===== src/rtl/tile_feat_pkg.sv =====
// shared frame geometry, field widths and framing state, imported by every tile feature module
package tile_feat_pkg;

  // ------------------------------------------------------------------
  // pixel and frame geometry
  // ------------------------------------------------------------------
  localparam int unsigned PIX_W    = 8;
  localparam int unsigned ACTIVE_W = 16;
  localparam int unsigned ACTIVE_H = 8;

  // tiles are TILE_DIM x TILE_DIM pixels
  localparam int unsigned TILE_SHIFT = 2;
  localparam int unsigned TILE_DIM   = 1 << TILE_SHIFT;
  localparam int unsigned TILES_X    = ACTIVE_W / TILE_DIM;
  localparam int unsigned TILES_Y    = ACTIVE_H / TILE_DIM;

  // coordinate widths
  localparam int unsigned X_W  = 4;
  localparam int unsigned Y_W  = 3;
  localparam int unsigned TX_W = X_W - TILE_SHIFT;
  localparam int unsigned TY_W = Y_W - TILE_SHIFT;

  // ------------------------------------------------------------------
  // statistic widths
  // ------------------------------------------------------------------
  // 16 pixels of 255 max -> 4080
  localparam int unsigned SUM_W = 12;
  // up to 24 in-tile gradient terms of 255 -> 6120
  localparam int unsigned EDGE_W     = 13;
  localparam int unsigned FRAME_ID_W = 8;

  // record buffer between accumulator and output port
  localparam int unsigned FIFO_DEPTH = 4;

  // packed record, msb first: tile x, tile y, frame id, sum, min, max, edge
  localparam int unsigned REC_W = TX_W + TY_W + FRAME_ID_W + SUM_W + 2 * PIX_W + EDGE_W;

  // ------------------------------------------------------------------
  // framing state of the pixel counter
  // ------------------------------------------------------------------
  typedef enum logic [0:0] {
    FR_WAIT_SOF = 1'b0,  // drop pixels until a start of frame
    FR_ACTIVE   = 1'b1   // counting pixels inside a frame
  } frame_state_t;

endpackage


===== src/rtl/pix_linebuf.sv =====
// raster coordinate counter with sof framing and a one-line luma buffer feeding neighbour pixels
module pix_linebuf (
  input  logic                                 clk,
  input  logic                                 rst_i,
  input  logic                                 pix_valid_i,
  output logic                                 pix_ready_o,
  input  logic                                 sof_i,
  input  logic [tile_feat_pkg::PIX_W-1:0]      pix_i,
  output logic                                 nb_valid_o,
  input  logic                                 nb_ready_i,
  output logic [tile_feat_pkg::PIX_W-1:0]      cur_pix_o,
  output logic [tile_feat_pkg::PIX_W-1:0]      left_pix_o,
  output logic [tile_feat_pkg::PIX_W-1:0]      up_pix_o,
  output logic [tile_feat_pkg::TILE_SHIFT-1:0] x_mod_o,
  output logic [tile_feat_pkg::TILE_SHIFT-1:0] y_mod_o,
  output logic [tile_feat_pkg::TX_W-1:0]       tile_x_o,
  output logic [tile_feat_pkg::TY_W-1:0]       tile_y_o,
  output logic [tile_feat_pkg::FRAME_ID_W-1:0] frame_id_o,
  output logic                                 err_sof_midframe_o
);
  import tile_feat_pkg::*;

  frame_state_t          state_q;
  logic [X_W-1:0]        x_q;
  logic [Y_W-1:0]        y_q;
  logic [FRAME_ID_W-1:0] frame_id_q;
  logic [PIX_W-1:0]      left_q;

  // one line of luma, indexed by x
  logic [PIX_W-1:0]      line_mem [ACTIVE_W];

  logic                  pix_fire;
  logic                  pix_take;
  logic [X_W-1:0]        cur_x;
  logic [Y_W-1:0]        cur_y;
  logic [FRAME_ID_W-1:0] cur_frame_id;
  logic                  last_x;
  logic                  last_y;

  // ------------------------------------------------------------------
  // accept and position of the incoming pixel
  // ------------------------------------------------------------------
  // single output stage, refill while it drains
  assign pix_ready_o = !nb_valid_o || nb_ready_i;
  assign pix_fire    = pix_valid_i && pix_ready_o;

  // pixels before the first sof are dropped
  assign pix_take = pix_fire && (sof_i || (state_q == FR_ACTIVE));

  // sof forces the origin
  assign cur_x        = sof_i ? '0 : x_q;
  assign cur_y        = sof_i ? '0 : y_q;
  assign cur_frame_id = sof_i ? frame_id_q + 1'b1 : frame_id_q;

  assign last_x = (cur_x == X_W'(ACTIVE_W - 1));
  assign last_y = (cur_y == Y_W'(ACTIVE_H - 1));

  // ------------------------------------------------------------------
  // framing control
  // ------------------------------------------------------------------
  always_ff @(posedge clk) begin
    if (rst_i) begin
      state_q            <= FR_WAIT_SOF;
      x_q                <= '0;
      y_q                <= '0;
      // all ones so the first sof lands on id 0
      frame_id_q         <= '1;
      err_sof_midframe_o <= 1'b0;
    end else begin
      err_sof_midframe_o <= pix_fire && sof_i && (state_q == FR_ACTIVE) &&
                            ((x_q != '0) || (y_q != '0));
      if (pix_take) begin
        frame_id_q <= cur_frame_id;
        if (last_x) begin
          x_q <= '0;
          if (last_y) begin
            y_q     <= '0;
            state_q <= FR_WAIT_SOF;
          end else begin
            y_q     <= cur_y + 1'b1;
            state_q <= FR_ACTIVE;
          end
        end else begin
          x_q     <= cur_x + 1'b1;
          y_q     <= cur_y;
          state_q <= FR_ACTIVE;
        end
      end
    end
  end

  // ------------------------------------------------------------------
  // output stage valid
  // ------------------------------------------------------------------
  always_ff @(posedge clk) begin
    if (rst_i) begin
      nb_valid_o <= 1'b0;
    end else if (pix_take) begin
      nb_valid_o <= 1'b1;
    end else if (nb_ready_i) begin
      nb_valid_o <= 1'b0;
    end
  end

  // line memory and neighbour payload
  always_ff @(posedge clk) begin
    if (pix_take) begin
      // old entry at this x is the pixel one line up
      up_pix_o          <= line_mem[cur_x];
      line_mem[cur_x]   <= pix_i;
      left_pix_o        <= left_q;
      left_q            <= pix_i;
      cur_pix_o         <= pix_i;
      x_mod_o           <= cur_x[TILE_SHIFT-1:0];
      y_mod_o           <= cur_y[TILE_SHIFT-1:0];
      tile_x_o          <= cur_x[X_W-1:TILE_SHIFT];
      tile_y_o          <= cur_y[Y_W-1:TILE_SHIFT];
      frame_id_o        <= cur_frame_id;
    end
  end

endmodule


===== src/rtl/tile_feat_top.sv =====
// tile feature extractor top, chains line buffer, tile accumulator and record FIFO to the output port
module tile_feat_top (
  input  logic                                 clk,
  input  logic                                 rst_i,
  input  logic                                 pix_valid_i,
  output logic                                 pix_ready_o,
  input  logic                                 sof_i,
  input  logic [tile_feat_pkg::PIX_W-1:0]      pix_i,
  output logic                                 out_valid_o,
  input  logic                                 out_ready_i,
  output logic [tile_feat_pkg::TX_W-1:0]       tile_x_o,
  output logic [tile_feat_pkg::TY_W-1:0]       tile_y_o,
  output logic [tile_feat_pkg::FRAME_ID_W-1:0] frame_id_o,
  output logic [tile_feat_pkg::SUM_W-1:0]      sum_o,
  output logic [tile_feat_pkg::PIX_W-1:0]      min_o,
  output logic [tile_feat_pkg::PIX_W-1:0]      max_o,
  output logic [tile_feat_pkg::PIX_W-1:0]      mean_o,
  output logic [tile_feat_pkg::EDGE_W-1:0]     edge_o,
  output logic                                 err_sof_midframe_o
);
  import tile_feat_pkg::*;

  // neighbour stream
  logic                  nb_valid;
  logic                  nb_ready;
  logic [PIX_W-1:0]      cur_pix;
  logic [PIX_W-1:0]      left_pix;
  logic [PIX_W-1:0]      up_pix;
  logic [TILE_SHIFT-1:0] x_mod;
  logic [TILE_SHIFT-1:0] y_mod;
  logic [TX_W-1:0]       tile_x;
  logic [TY_W-1:0]       tile_y;
  logic [FRAME_ID_W-1:0] frame_id;

  // record stream
  logic                  rec_valid;
  logic                  rec_ready;
  logic [REC_W-1:0]      rec_data;
  logic [REC_W-1:0]      out_data;

  pix_linebuf u_linebuf (
    .clk                (clk),
    .rst_i              (rst_i),
    .pix_valid_i        (pix_valid_i),
    .pix_ready_o        (pix_ready_o),
    .sof_i              (sof_i),
    .pix_i              (pix_i),
    .nb_valid_o         (nb_valid),
    .nb_ready_i         (nb_ready),
    .cur_pix_o          (cur_pix),
    .left_pix_o         (left_pix),
    .up_pix_o           (up_pix),
    .x_mod_o            (x_mod),
    .y_mod_o            (y_mod),
    .tile_x_o           (tile_x),
    .tile_y_o           (tile_y),
    .frame_id_o         (frame_id),
    .err_sof_midframe_o (err_sof_midframe_o)
  );

  tile_stats_accum u_accum (
    .clk         (clk),
    .rst_i       (rst_i),
    .nb_valid_i  (nb_valid),
    .nb_ready_o  (nb_ready),
    .cur_pix_i   (cur_pix),
    .left_pix_i  (left_pix),
    .up_pix_i    (up_pix),
    .x_mod_i     (x_mod),
    .y_mod_i     (y_mod),
    .tile_x_i    (tile_x),
    .tile_y_i    (tile_y),
    .frame_id_i  (frame_id),
    .rec_valid_o (rec_valid),
    .rec_ready_i (rec_ready),
    .rec_data_o  (rec_data)
  );

  tile_out_fifo u_out_fifo (
    .clk          (clk),
    .rst_i        (rst_i),
    .push_valid_i (rec_valid),
    .push_ready_o (rec_ready),
    .push_data_i  (rec_data),
    .pop_valid_o  (out_valid_o),
    .pop_ready_i  (out_ready_i),
    .pop_data_o   (out_data)
  );

  // ------------------------------------------------------------------
  // record unpack, same field order as the accumulator packs it
  // ------------------------------------------------------------------
  assign {tile_x_o, tile_y_o, frame_id_o, sum_o, min_o, max_o, edge_o} = out_data;

  // 16 pixels per tile, mean is sum over 2^(2*TILE_SHIFT)
  assign mean_o = PIX_W'(sum_o >> (2 * TILE_SHIFT));

endmodule


===== src/rtl/tile_out_fifo.sv =====
// small record FIFO with ready/valid on the push and pop sides, sits before the output port
module tile_out_fifo (
  input  logic                            clk,
  input  logic                            rst_i,
  input  logic                            push_valid_i,
  output logic                            push_ready_o,
  input  logic [tile_feat_pkg::REC_W-1:0] push_data_i,
  output logic                            pop_valid_o,
  input  logic                            pop_ready_i,
  output logic [tile_feat_pkg::REC_W-1:0] pop_data_o
);
  import tile_feat_pkg::*;

  logic [REC_W-1:0]                  mem [FIFO_DEPTH];
  // depth is a power of two, pointers wrap on their own
  logic [$clog2(FIFO_DEPTH)-1:0]     wr_ptr;
  logic [$clog2(FIFO_DEPTH)-1:0]     rd_ptr;
  logic [$clog2(FIFO_DEPTH+1)-1:0]   count;

  logic                              push_fire;
  logic                              pop_fire;

  // ------------------------------------------------------------------
  // flags and handshakes
  // ------------------------------------------------------------------
  assign push_ready_o = (count != ($clog2(FIFO_DEPTH+1))'(FIFO_DEPTH));
  assign pop_valid_o  = (count != '0);
  assign pop_data_o   = mem[rd_ptr];

  assign push_fire = push_valid_i && push_ready_o;
  assign pop_fire  = pop_valid_o && pop_ready_i;

  // pointers and occupancy
  always_ff @(posedge clk) begin
    if (rst_i) begin
      wr_ptr <= '0;
      rd_ptr <= '0;
      count  <= '0;
    end else begin
      if (push_fire) begin
        wr_ptr <= wr_ptr + 1'b1;
      end
      if (pop_fire) begin
        rd_ptr <= rd_ptr + 1'b1;
      end
      // simultaneous push and pop leaves count alone
      if (push_fire && !pop_fire) begin
        count <= count + 1'b1;
      end else if (pop_fire && !push_fire) begin
        count <= count - 1'b1;
      end
    end
  end

  // storage
  always_ff @(posedge clk) begin
    if (push_fire) begin
      mem[wr_ptr] <= push_data_i;
    end
  end

endmodule


===== src/rtl/tile_stats_accum.sv =====
// per tile-column accumulation of luma sum, min, max and edge energy, one record per finished tile
module tile_stats_accum (
  input  logic                                 clk,
  input  logic                                 rst_i,
  input  logic                                 nb_valid_i,
  output logic                                 nb_ready_o,
  input  logic [tile_feat_pkg::PIX_W-1:0]      cur_pix_i,
  input  logic [tile_feat_pkg::PIX_W-1:0]      left_pix_i,
  input  logic [tile_feat_pkg::PIX_W-1:0]      up_pix_i,
  input  logic [tile_feat_pkg::TILE_SHIFT-1:0] x_mod_i,
  input  logic [tile_feat_pkg::TILE_SHIFT-1:0] y_mod_i,
  input  logic [tile_feat_pkg::TX_W-1:0]       tile_x_i,
  input  logic [tile_feat_pkg::TY_W-1:0]       tile_y_i,
  input  logic [tile_feat_pkg::FRAME_ID_W-1:0] frame_id_i,
  output logic                                 rec_valid_o,
  input  logic                                 rec_ready_i,
  output logic [tile_feat_pkg::REC_W-1:0]      rec_data_o
);
  import tile_feat_pkg::*;

  // ------------------------------------------------------------------
  // accumulator sets, one per tile column
  // ------------------------------------------------------------------
  // a raster row crosses every tile column, so each keeps its own partials
  logic [SUM_W-1:0]  sum_acc  [TILES_X];
  logic [PIX_W-1:0]  min_acc  [TILES_X];
  logic [PIX_W-1:0]  max_acc  [TILES_X];
  logic [EDGE_W-1:0] edge_acc [TILES_X];

  logic              nb_fire;
  logic              tile_first;
  logic              tile_last;

  logic [PIX_W-1:0]  diff_left;
  logic [PIX_W-1:0]  diff_up;
  logic [PIX_W:0]    edge_inc;

  logic [SUM_W-1:0]  sum_nxt;
  logic [PIX_W-1:0]  min_nxt;
  logic [PIX_W-1:0]  max_nxt;
  logic [EDGE_W-1:0] edge_nxt;

  function automatic logic [PIX_W-1:0] abs_diff(
    input logic [PIX_W-1:0] a,
    input logic [PIX_W-1:0] b
  );
    return (a > b) ? (a - b) : (b - a);
  endfunction

  // held off only while a finished record is stuck
  assign nb_ready_o = !rec_valid_o || rec_ready_i;
  assign nb_fire    = nb_valid_i && nb_ready_o;

  assign tile_first = (x_mod_i == '0) && (y_mod_i == '0);
  assign tile_last  = (x_mod_i == '1) && (y_mod_i == '1);

  // ------------------------------------------------------------------
  // gradient of the current pixel, in-tile neighbours only
  // ------------------------------------------------------------------
  assign diff_left = abs_diff(cur_pix_i, left_pix_i);
  assign diff_up   = abs_diff(cur_pix_i, up_pix_i);

  always_comb begin
    edge_inc = '0;
    // left neighbour lies in the previous tile at x_mod 0
    if (x_mod_i != '0) begin
      edge_inc = edge_inc + {1'b0, diff_left};
    end
    // upper neighbour lies in the tile row above at y_mod 0
    if (y_mod_i != '0) begin
      edge_inc = edge_inc + {1'b0, diff_up};
    end
  end

  // ------------------------------------------------------------------
  // next accumulator values
  // ------------------------------------------------------------------
  always_comb begin
    if (tile_first) begin
      // fresh tile, drop whatever the column held before
      sum_nxt  = SUM_W'(cur_pix_i);
      min_nxt  = cur_pix_i;
      max_nxt  = cur_pix_i;
      edge_nxt = EDGE_W'(edge_inc);
    end else begin
      sum_nxt  = sum_acc[tile_x_i] + SUM_W'(cur_pix_i);
      min_nxt  = (cur_pix_i < min_acc[tile_x_i]) ? cur_pix_i : min_acc[tile_x_i];
      max_nxt  = (cur_pix_i > max_acc[tile_x_i]) ? cur_pix_i : max_acc[tile_x_i];
      edge_nxt = edge_acc[tile_x_i] + EDGE_W'(edge_inc);
    end
  end

  always_ff @(posedge clk) begin
    if (nb_fire) begin
      sum_acc[tile_x_i]  <= sum_nxt;
      min_acc[tile_x_i]  <= min_nxt;
      max_acc[tile_x_i]  <= max_nxt;
      edge_acc[tile_x_i] <= edge_nxt;
    end
  end

  // ------------------------------------------------------------------
  // record register
  // ------------------------------------------------------------------
  always_ff @(posedge clk) begin
    if (rst_i) begin
      rec_valid_o <= 1'b0;
    end else if (nb_fire && tile_last) begin
      rec_valid_o <= 1'b1;
    end else if (rec_ready_i) begin
      rec_valid_o <= 1'b0;
    end
  end

  // pack on the last pixel, using its tile coordinates and frame id
  always_ff @(posedge clk) begin
    if (nb_fire && tile_last) begin
      rec_data_o <= {tile_x_i, tile_y_i, frame_id_i, sum_nxt, min_nxt, max_nxt, edge_nxt};
    end
  end

endmodule


===== config.mk =====
export PLATFORM = sky130hd
export DESIGN_NAME = tile_feat_top
export DESIGN_NICKNAME = d
export VERILOG_FILES = /design/src/rtl/tile_feat_pkg.sv /design/src/rtl/pix_linebuf.sv /design/src/rtl/tile_feat_top.sv /design/src/rtl/tile_out_fifo.sv /design/src/rtl/tile_stats_accum.sv
export SDC_FILE = /design/constraint.sdc
export NUM_CORES = 1
export LEC_CHECK = 0
export BUFFER_PORTS_ARGS = -buffer_cell sky130_fd_sc_hd__buf_2
export CAP_MARGIN = 15
export CORE_ASPECT_RATIO = 0.8
export CORE_MARGIN = 1
export CORE_UTILIZATION = 25
export DETAILED_ROUTE_END_ITERATION = 10
export PLACE_DENSITY_LB_ADDON = 0.08
export REMOVE_ABC_BUFFERS = 1
export SLEW_MARGIN = 20
export SYNTH_ARGS = -nofsm -noshare
export SYNTH_HDL_FRONTEND = slang
export SYNTH_SLANG_ARGS = --single-unit

===== constraint.sdc =====
create_clock -name clk -period 5.31 [get_ports clk]
set_input_delay 0.7965 -clock clk [delete_from_list [all_inputs] [get_ports clk]]
set_output_delay 0.7965 -clock clk [all_outputs]
set_load 0.02 [all_outputs]

==> Word level (Yosys, flattened, before mapping) <==
Memories as Yosys holds them, arrays and structs flattened. A register that Yosys moved wholly into a read port is not among the register bits.
Index checks and enable logic that the tools add are counted.
{ "totals": {"ff_bits": 109, "ram_bits": 500, "inputBits": 13, "out_inout_bits": 63, "word_cells": 114, "memories": 6} }
{ "memory_table": {"columns": ["memory", "words", "width", "rd", "rd_clocked_by_memory_dff", "wr", "line_no", "rtl"], "rows": [
  ["u_out_fifo.mem", 4, 52, 1, 1, 1, "tile_out_fifo.sv:14", "logic [REC_W-1:0] mem [FIFO_DEPTH];"],
  ["u_linebuf.line_mem", 16, 8, 1, 1, 1, "pix_linebuf.sv:30", "logic [PIX_W-1:0] line_mem [ACTIVE_W];"],
  ["u_accum.edge_acc", 4, 13, 1, 1, 1, "tile_stats_accum.sv:28", "logic [EDGE_W-1:0] edge_acc [TILES_X];"],
  ["u_accum.sum_acc", 4, 12, 1, 1, 1, "tile_stats_accum.sv:25", "logic [SUM_W-1:0] sum_acc [TILES_X];"],
  ["u_accum.max_acc", 4, 8, 1, 1, 1, "tile_stats_accum.sv:27", "logic [PIX_W-1:0] max_acc [TILES_X];"],
  ["u_accum.min_acc", 4, 8, 1, 1, 1, "tile_stats_accum.sv:26", "logic [PIX_W-1:0] min_acc [TILES_X];"]
]} }
{ "classes": {"addsub": 14, "magnitude_cmp": 4, "n_eq_ne": 5, "n_mux": 36, "n_reduce_logical": 31} }
{ "ops": {"columns": ["cell", "count"], "rows": [
  ["8-bit two-way mux", 8],
  ["8-bit subtractor", 4],
  ["8-bit greater-than comparator", 3],
  ["3-bit two-way mux", 5],
  ["13-bit by 9-bit adder with 13-bit output", 1],
  ["1-bit logical AND", 13],
  ["13-bit two-way mux", 1],
  ["12-bit by 8-bit adder with 12-bit output", 1],
  ["1-bit two-way mux", 12],
  ["12-bit two-way mux", 1],
  ["2-bit two-way mux", 6],
  ["2-bit nonzero test", 5],
  ["8-bit by 8-bit adder with 9-bit output", 1],
  ["9-bit two-way mux", 1],
  ["8-bit by 1-bit adder with 8-bit output (second input constant)", 1],
  ["8-bit < comparator", 1],
  ["4-bit two-way mux", 2],
  ["3-bit by 1-bit adder with 3-bit output (second input constant)", 2],
  ["3-bit nonzero test", 2],
  ["2-bit by 1-bit adder with 2-bit output (second input constant)", 2],
  ["4-bit by 1-bit adder with 4-bit output (second input constant)", 1],
  ["2-bit equality test (second input constant)", 2],
  ["4-bit equality test (second input constant)", 1],
  ["1-bit logical NOT", 4],
  ["6 further kinds", 10]
]} }

==> Depth between registers and ports, before layout <==
{ "depth": {"ltp_word": 7, "mapped_depth": 28, "depth_no_buf": 27} }

==> Cells and area by module <==
From an unflattened synthesis, not the netlist that was laid out.
{ "hier_totals": {"hier_cells": 1535, "hier_area_um2": 26227.7} }
{ "by_module_without_submodules": {"columns": ["module", "instances", "cells_per_inst", "area_per_inst_um2"], "rows": [
  ["tile_stats_accum", 1, 745, 10837.9],
  ["tile_out_fifo", 1, 320, 8030.2],
  ["pix_linebuf", 1, 462, 7299.5],
  ["tile_feat_top", 1, 8, 60.1]
]} }

==> Least setup slack after synthesis <==
OpenSTA, ideal clock, no wires.
{ "synth_timing": {"kind": "register to register", "startpoint": "register u_linebuf.cur_pix_o[0] (netlist bit)", "endpoint": "memory u_accum.edge_acc[0][9] (data pin)", "arrival_ns": 5.250, "t_required_ns": 5.092, "path_slack_ns": -0.158, "stages_incl_launch_ff": 28, "n_path_buf": 1, "cell_sequence": "edfxtp_1 inv_1 ha_1 inv_1 fa_1 a21o_1 a21oi_1 o22ai_1 o22a_1 clkbuf_1 a211o_1 nand3_1 a21boi_0 o21ai_0 nand2_1 xor2_1 ha_1 a21oi_1 o21ai_0 xor2_1 a211oi_1 inv_1 ha_1 or3_1 o21ai_0 a311oi_1 o21a_1 nor3_1"} }
{ "synth_via": {"elab_chain_len": 7, "word_cells_on_any_way": 13, "cone_classes": "add/sub: 6; order compare: 2; mux: 5"} }
{ "synth_lines": {"columns": ["item", "line_no", "rtl"], "rows": [
  ["start, declared", "pix_linebuf.sv:11", "output logic [tile_feat_pkg::PIX_W-1:0] cur_pix_o,"],
  ["start signal, assigned", "pix_linebuf.sv:113", "cur_pix_o <= pix_i;"],
  ["8-bit subtractor / 8-bit greater-than comparator (equally long branches)", "tile_stats_accum.sv:47", "return (a > b) ? (a - b) : (b - a);"],
  ["8-bit two-way mux", "tile_stats_accum.sv:47", null],
  ["8-bit two-way mux", "tile_stats_accum.sv:66", "if (x_mod_i != '0) begin"],
  ["8-bit by 8-bit adder with 9-bit output", "tile_stats_accum.sv:71", "edge_inc = edge_inc + {1'b0, diff_up};"],
  ["9-bit two-way mux (*)", "tile_stats_accum.sv:70", "if (y_mod_i != '0) begin"],
  ["13-bit by 9-bit adder with 13-bit output (*)", "tile_stats_accum.sv:89", "edge_nxt = edge_acc[tile_x_i] + EDGE_W'(edge_inc);"],
  ["13-bit two-way mux (*)", "tile_stats_accum.sv:79", "if (tile_first) begin"],
  ["named net u_accum.edge_nxt[9]", "tile_stats_accum.sv:41", "logic [EDGE_W-1:0] edge_nxt;"],
  ["end, declared", "tile_stats_accum.sv:28", null]
]} }
The timed path passes the listed nets; every way through them passes the cells marked *.

==> Worst setup path after layout <==
{ "layout_timing": {"startpoint": "register u_linebuf.cur_pix_o[0] (netlist bit)", "endpoint": "memory u_accum.edge_acc[1][12] (data pin)"} }
The elaborated chain is that of the path after synthesis.

==> flow_summary.json <==
{
  "outcome": "complete, no violations",
  "yosys_warnings": 0,
  "final_common_cell": "edfxtp_1",
  "grt_use_total_pct": 12.2,
  "pre_cts_slack_ns": -0.490,
  "drv_slew": 0,
  "finalNetCount": 1916,
  "setup_viol": 0,
  "cts_root_buffer": "clkbuf_16",
  "min_period_ns": 5.30,
  "post-route-period-util_pct": 99.8,
  "die_area_um2": 106000,
  "path_buf_inv": 4,
  "netSwitchingFraction_pct": 26.7,
  "die_y_um": 292,
  "cts.sinks": 621,
  "grt.overflow.total": 0,
  "ctsLongestPathBuffers": 3,
  "synth_edf_count": 591,
  "core_um2": 103000,
  "cts_buffers": 71,
  "synth_cells": 1582,
  "remaining_drc_errors": 0,
  "rsz0062_at_grt": "true",
  "clkTransAtPathRegs_ns": 0.06,
  "ys_ff_latch": 621,
  "clock_skew_ns": 0.0402,
  "p_clk_share_pct": 36.5,
  "cp-start-kind": "flip-flop",
  "synth_ff_type": "edfxtp_1",
  "nFillCells": 10200,
  "cts.htree.levels": 3,
  "drt-total-wl_um": 64300,
  "viasPerCell": 4.32,
  "drive_gt1_share_pct": 29.5,
  "ys_types": 71,
  "max-slew-margin-rel_pct": 31.7,
  "syn_area_per_cell_um2": 16.6,
  "final_cells": 3259,
  "vias": 14100,
  "slowest_delay_ns": 0.54,
  "hold_viol": 0,
  "post-dp-hpwl_um": 41300,
  "finalWorstSetupSlack_ns": 0.0109,
  "initial_utilization_pct": 25.4,
  "combPwrFrac_pct": 21.1,
  "crit_path_end_kind": "flip-flop",
  "crit_fanout": 5,
  "worstSetupPathType": "reg -> reg",
  "worstHoldPathType": "reg -> reg",
  "dp.cells": 3111,
  "gp_congestion": 0.803,
  "die_w_um": 364,
  "crit_family": "compound AO/OA/AOI/OAI gates",
  "clock_latency_ns": 0.62,
  "p_int_mw": 9.89,
  "final_cell_mix": "591 x edfxtp_1, 152 x buf_4, 97 x mux4_2",
  "netlist_area_um2": 26300,
  "synth-async-reset-ratio_pct": 0,
  "initialDrtViolationCount": 788,
  "p_seq_share_pct": 42.4,
  "critPathArrivalTime_ns": 5.63,
  "grt_pass1_vias": 14900,
  "ant_nets": 0,
  "wl_per_cell_um": 19.7,
  "crit_path_top_delay_cell": "or4_4",
  "syn_to_final_growth_pct": 22.1,
  "antenna_found_initial": 0,
  "grt_max_degree": 53,
  "tightest_slew_ns": 1.02,
  "worst_ir_drop_vdd_mv": 0.272,
  "cp_data_required_time_ns": 5.64,
  "rows": 105,
  "io_buffers": 75,
  "p_per_area_nw_per_um2": 421,
  "power.leakage_nw": 10.9,
  "drt_pass1_iterations": 4,
  "ys_seq_area_share_pct": 69.9,
  "ioPinCount": 76,
  "maxCapViolCount": 0,
  "diodes": 0,
  "max_freq_mhz": 189,
  "grt_pass1_wl_um": 96500,
  "p_sw_mw": 3.60,
  "tritoncts": "built"
}
==> power groups by stage <==
stage | registers [mW] | clock network, mW | logic (mW)
floorplan | 5.89 | 0 | 1.53
global placement | 5.82 | 0 | 2.55
detailed placement | 5.83 | 0 | 2.56
CTS | 5.72 | 5.12 | 2.71
global route | 5.73 | 5.28 | 3.14
finish | 5.72 | 4.92 | 2.85
==> Yosys cell counts, types with 27 or more instances <==
cell type | instances | area, um2
xnor2_1 | 27 | 236
nand2_1 | 98 | 368
mux4_2 | 97 | 2180
edfxtp_1 | 591 | 17700
nor2_1 | 64 | 240
clkbuf_1 | 44 | 165
nand3_1 | 27 | 135
ha_1 | 81 | 1010
a21oi_1 | 57 | 285
o21ai_0 | 58 | 290
dfxtp_1 | 30 | 601
mux2i_1 | 45 | 450
inv_1 | 66 | 248
==> state kept, by name, summed over array words and instances (netlist names), 2 cells and up, named ones only <==
register / cells
u_accum.min_acc: 32
u_linebuf.frame_id_o: 8
u_accum.rec_data_o: 52
u_linebuf.frame_id_q: 8
u_linebuf.tile_x_o: 2
u_out_fifo.count: 3
u_linebuf.line_mem: 128
u_linebuf.y_q: 3
u_linebuf.x_mod_o: 2
u_accum.sum_acc: 48
u_linebuf.left_pix_o: 8
u_accum.max_acc: 32
u_accum.edge_acc: 52
u_linebuf.up_pix_o: 8
u_linebuf.x_q: 4
u_linebuf.cur_pix_o: 8
u_out_fifo.wr_ptr: 2
u_out_fifo.mem: 208
u_out_fifo.rd_ptr: 2
u_linebuf.y_mod_o: 2
==> through the flow <==
stage / instance area, um2 / setup TNS [ns] / util, % / total power, mW / hold slack, ns
final: 32100 / 0 / 31.0 / 13.5 / 0.418
after global routing: 32100 / -8.16 / 31.0 / 14.1 / 0.430
after CTS: 31800 / -0.317 / 30.8 / 13.6 / 0.420
after detailed placement: 29100 / -11.38 / 28.2 / 8.38 / 0.406
after global placement: 29100 / -7.25 / 28.2 / 8.37 / 0.404
after floorplan: 25900 / -1.02 / - / 7.42 / 0.400
==> layer usage <==
| metal | part of all wire (%) | track usage (%) | routed length, um |
|---|---|---|---|
| met2 | 46 | 19.2 | 29400 |
| met5 | 0 | 0 | 0 |
| met3 | 2.8 | 1.94 | 1790 |
| met4 | 2.3 | 3.74 | 1460 |
| met1 | 49 | 17.2 | 31600 |
==> area by class of cell <==
class	count	area, um2	share of cell area [%]
tap	1391	1740	5.43
sequential	621	18400	57.3
timing repair buffer	232	1590	4.96
inverter	68	258	0.804
multi-input combinational	820	7750	24.2
clock buffer	92	1980	6.18
clock inverter	35	385	1.20
==> what timing repair did <==
item	in CTS	in global routing
gates resized for setup	36	54
cloned	0	0
setup buffers	17	4
endpoints found under the setup margin	40	40
pin swaps	21	41
hold buffers	0	0
==> logic make-up (layout without fill, tap and decap cells) <==
logic type	count (synthesis)	after routing	share of synthesized area, %
AO/OA/AOI/OAI	217	217	5.28
XOR/XNOR	48	48	1.60
adder cells (fa/ha/maj)	89	89	4.47
buffers and inverters	141	427	2.22
flip-flops	621	621	69.9
multiplexers	160	160	10.9
AND/OR/NAND/NOR	306	306	5.72
==> path summary, 6_finish.rpt <==
kind / startpoint / end / slack, ns / cells after the start
hold / removal: u_linebuf.frame_id_o[3] / u_accum.rec_data_o[44] / 0.42 / 0
hold reg to reg: u_linebuf.frame_id_o[3] / u_accum.rec_data_o[44] / 0.42 / 0
setup / recovery: u_linebuf.cur_pix_o[0] / u_accum.edge_acc[1][12] / 0.01 / 26
setup reg to reg: u_linebuf.cur_pix_o[0] / u_accum.edge_acc[1][12] / 0.01 / 26
==> worst register-to-register path, stage by stage (launching register included) <==
cell      delay [ns]
edfxtp_1        0.41
inv_2           0.11
ha_4            0.13
inv_2           0.04
fa_2            0.34
a21o_1          0.19
a21oi_2         0.15
o22ai_1         0.10
o22a_2          0.25
buf_6           0.13
mux2i_1         0.12
xnor2_1         0.30
ha_1            0.34
o21ai_2         0.14
nor2_2          0.05
buf_4           0.14
o21a_1          0.17
nor2_2          0.11
o21bai_1        0.12
a21oi_2         0.16
xor2_1          0.15
o22ai_1         0.11
ha_2            0.21
or4_4           0.54
o221ai_4        0.25
or4_4           0.20
nand2_4         0.05
Power figures use the tool's default switching activity.
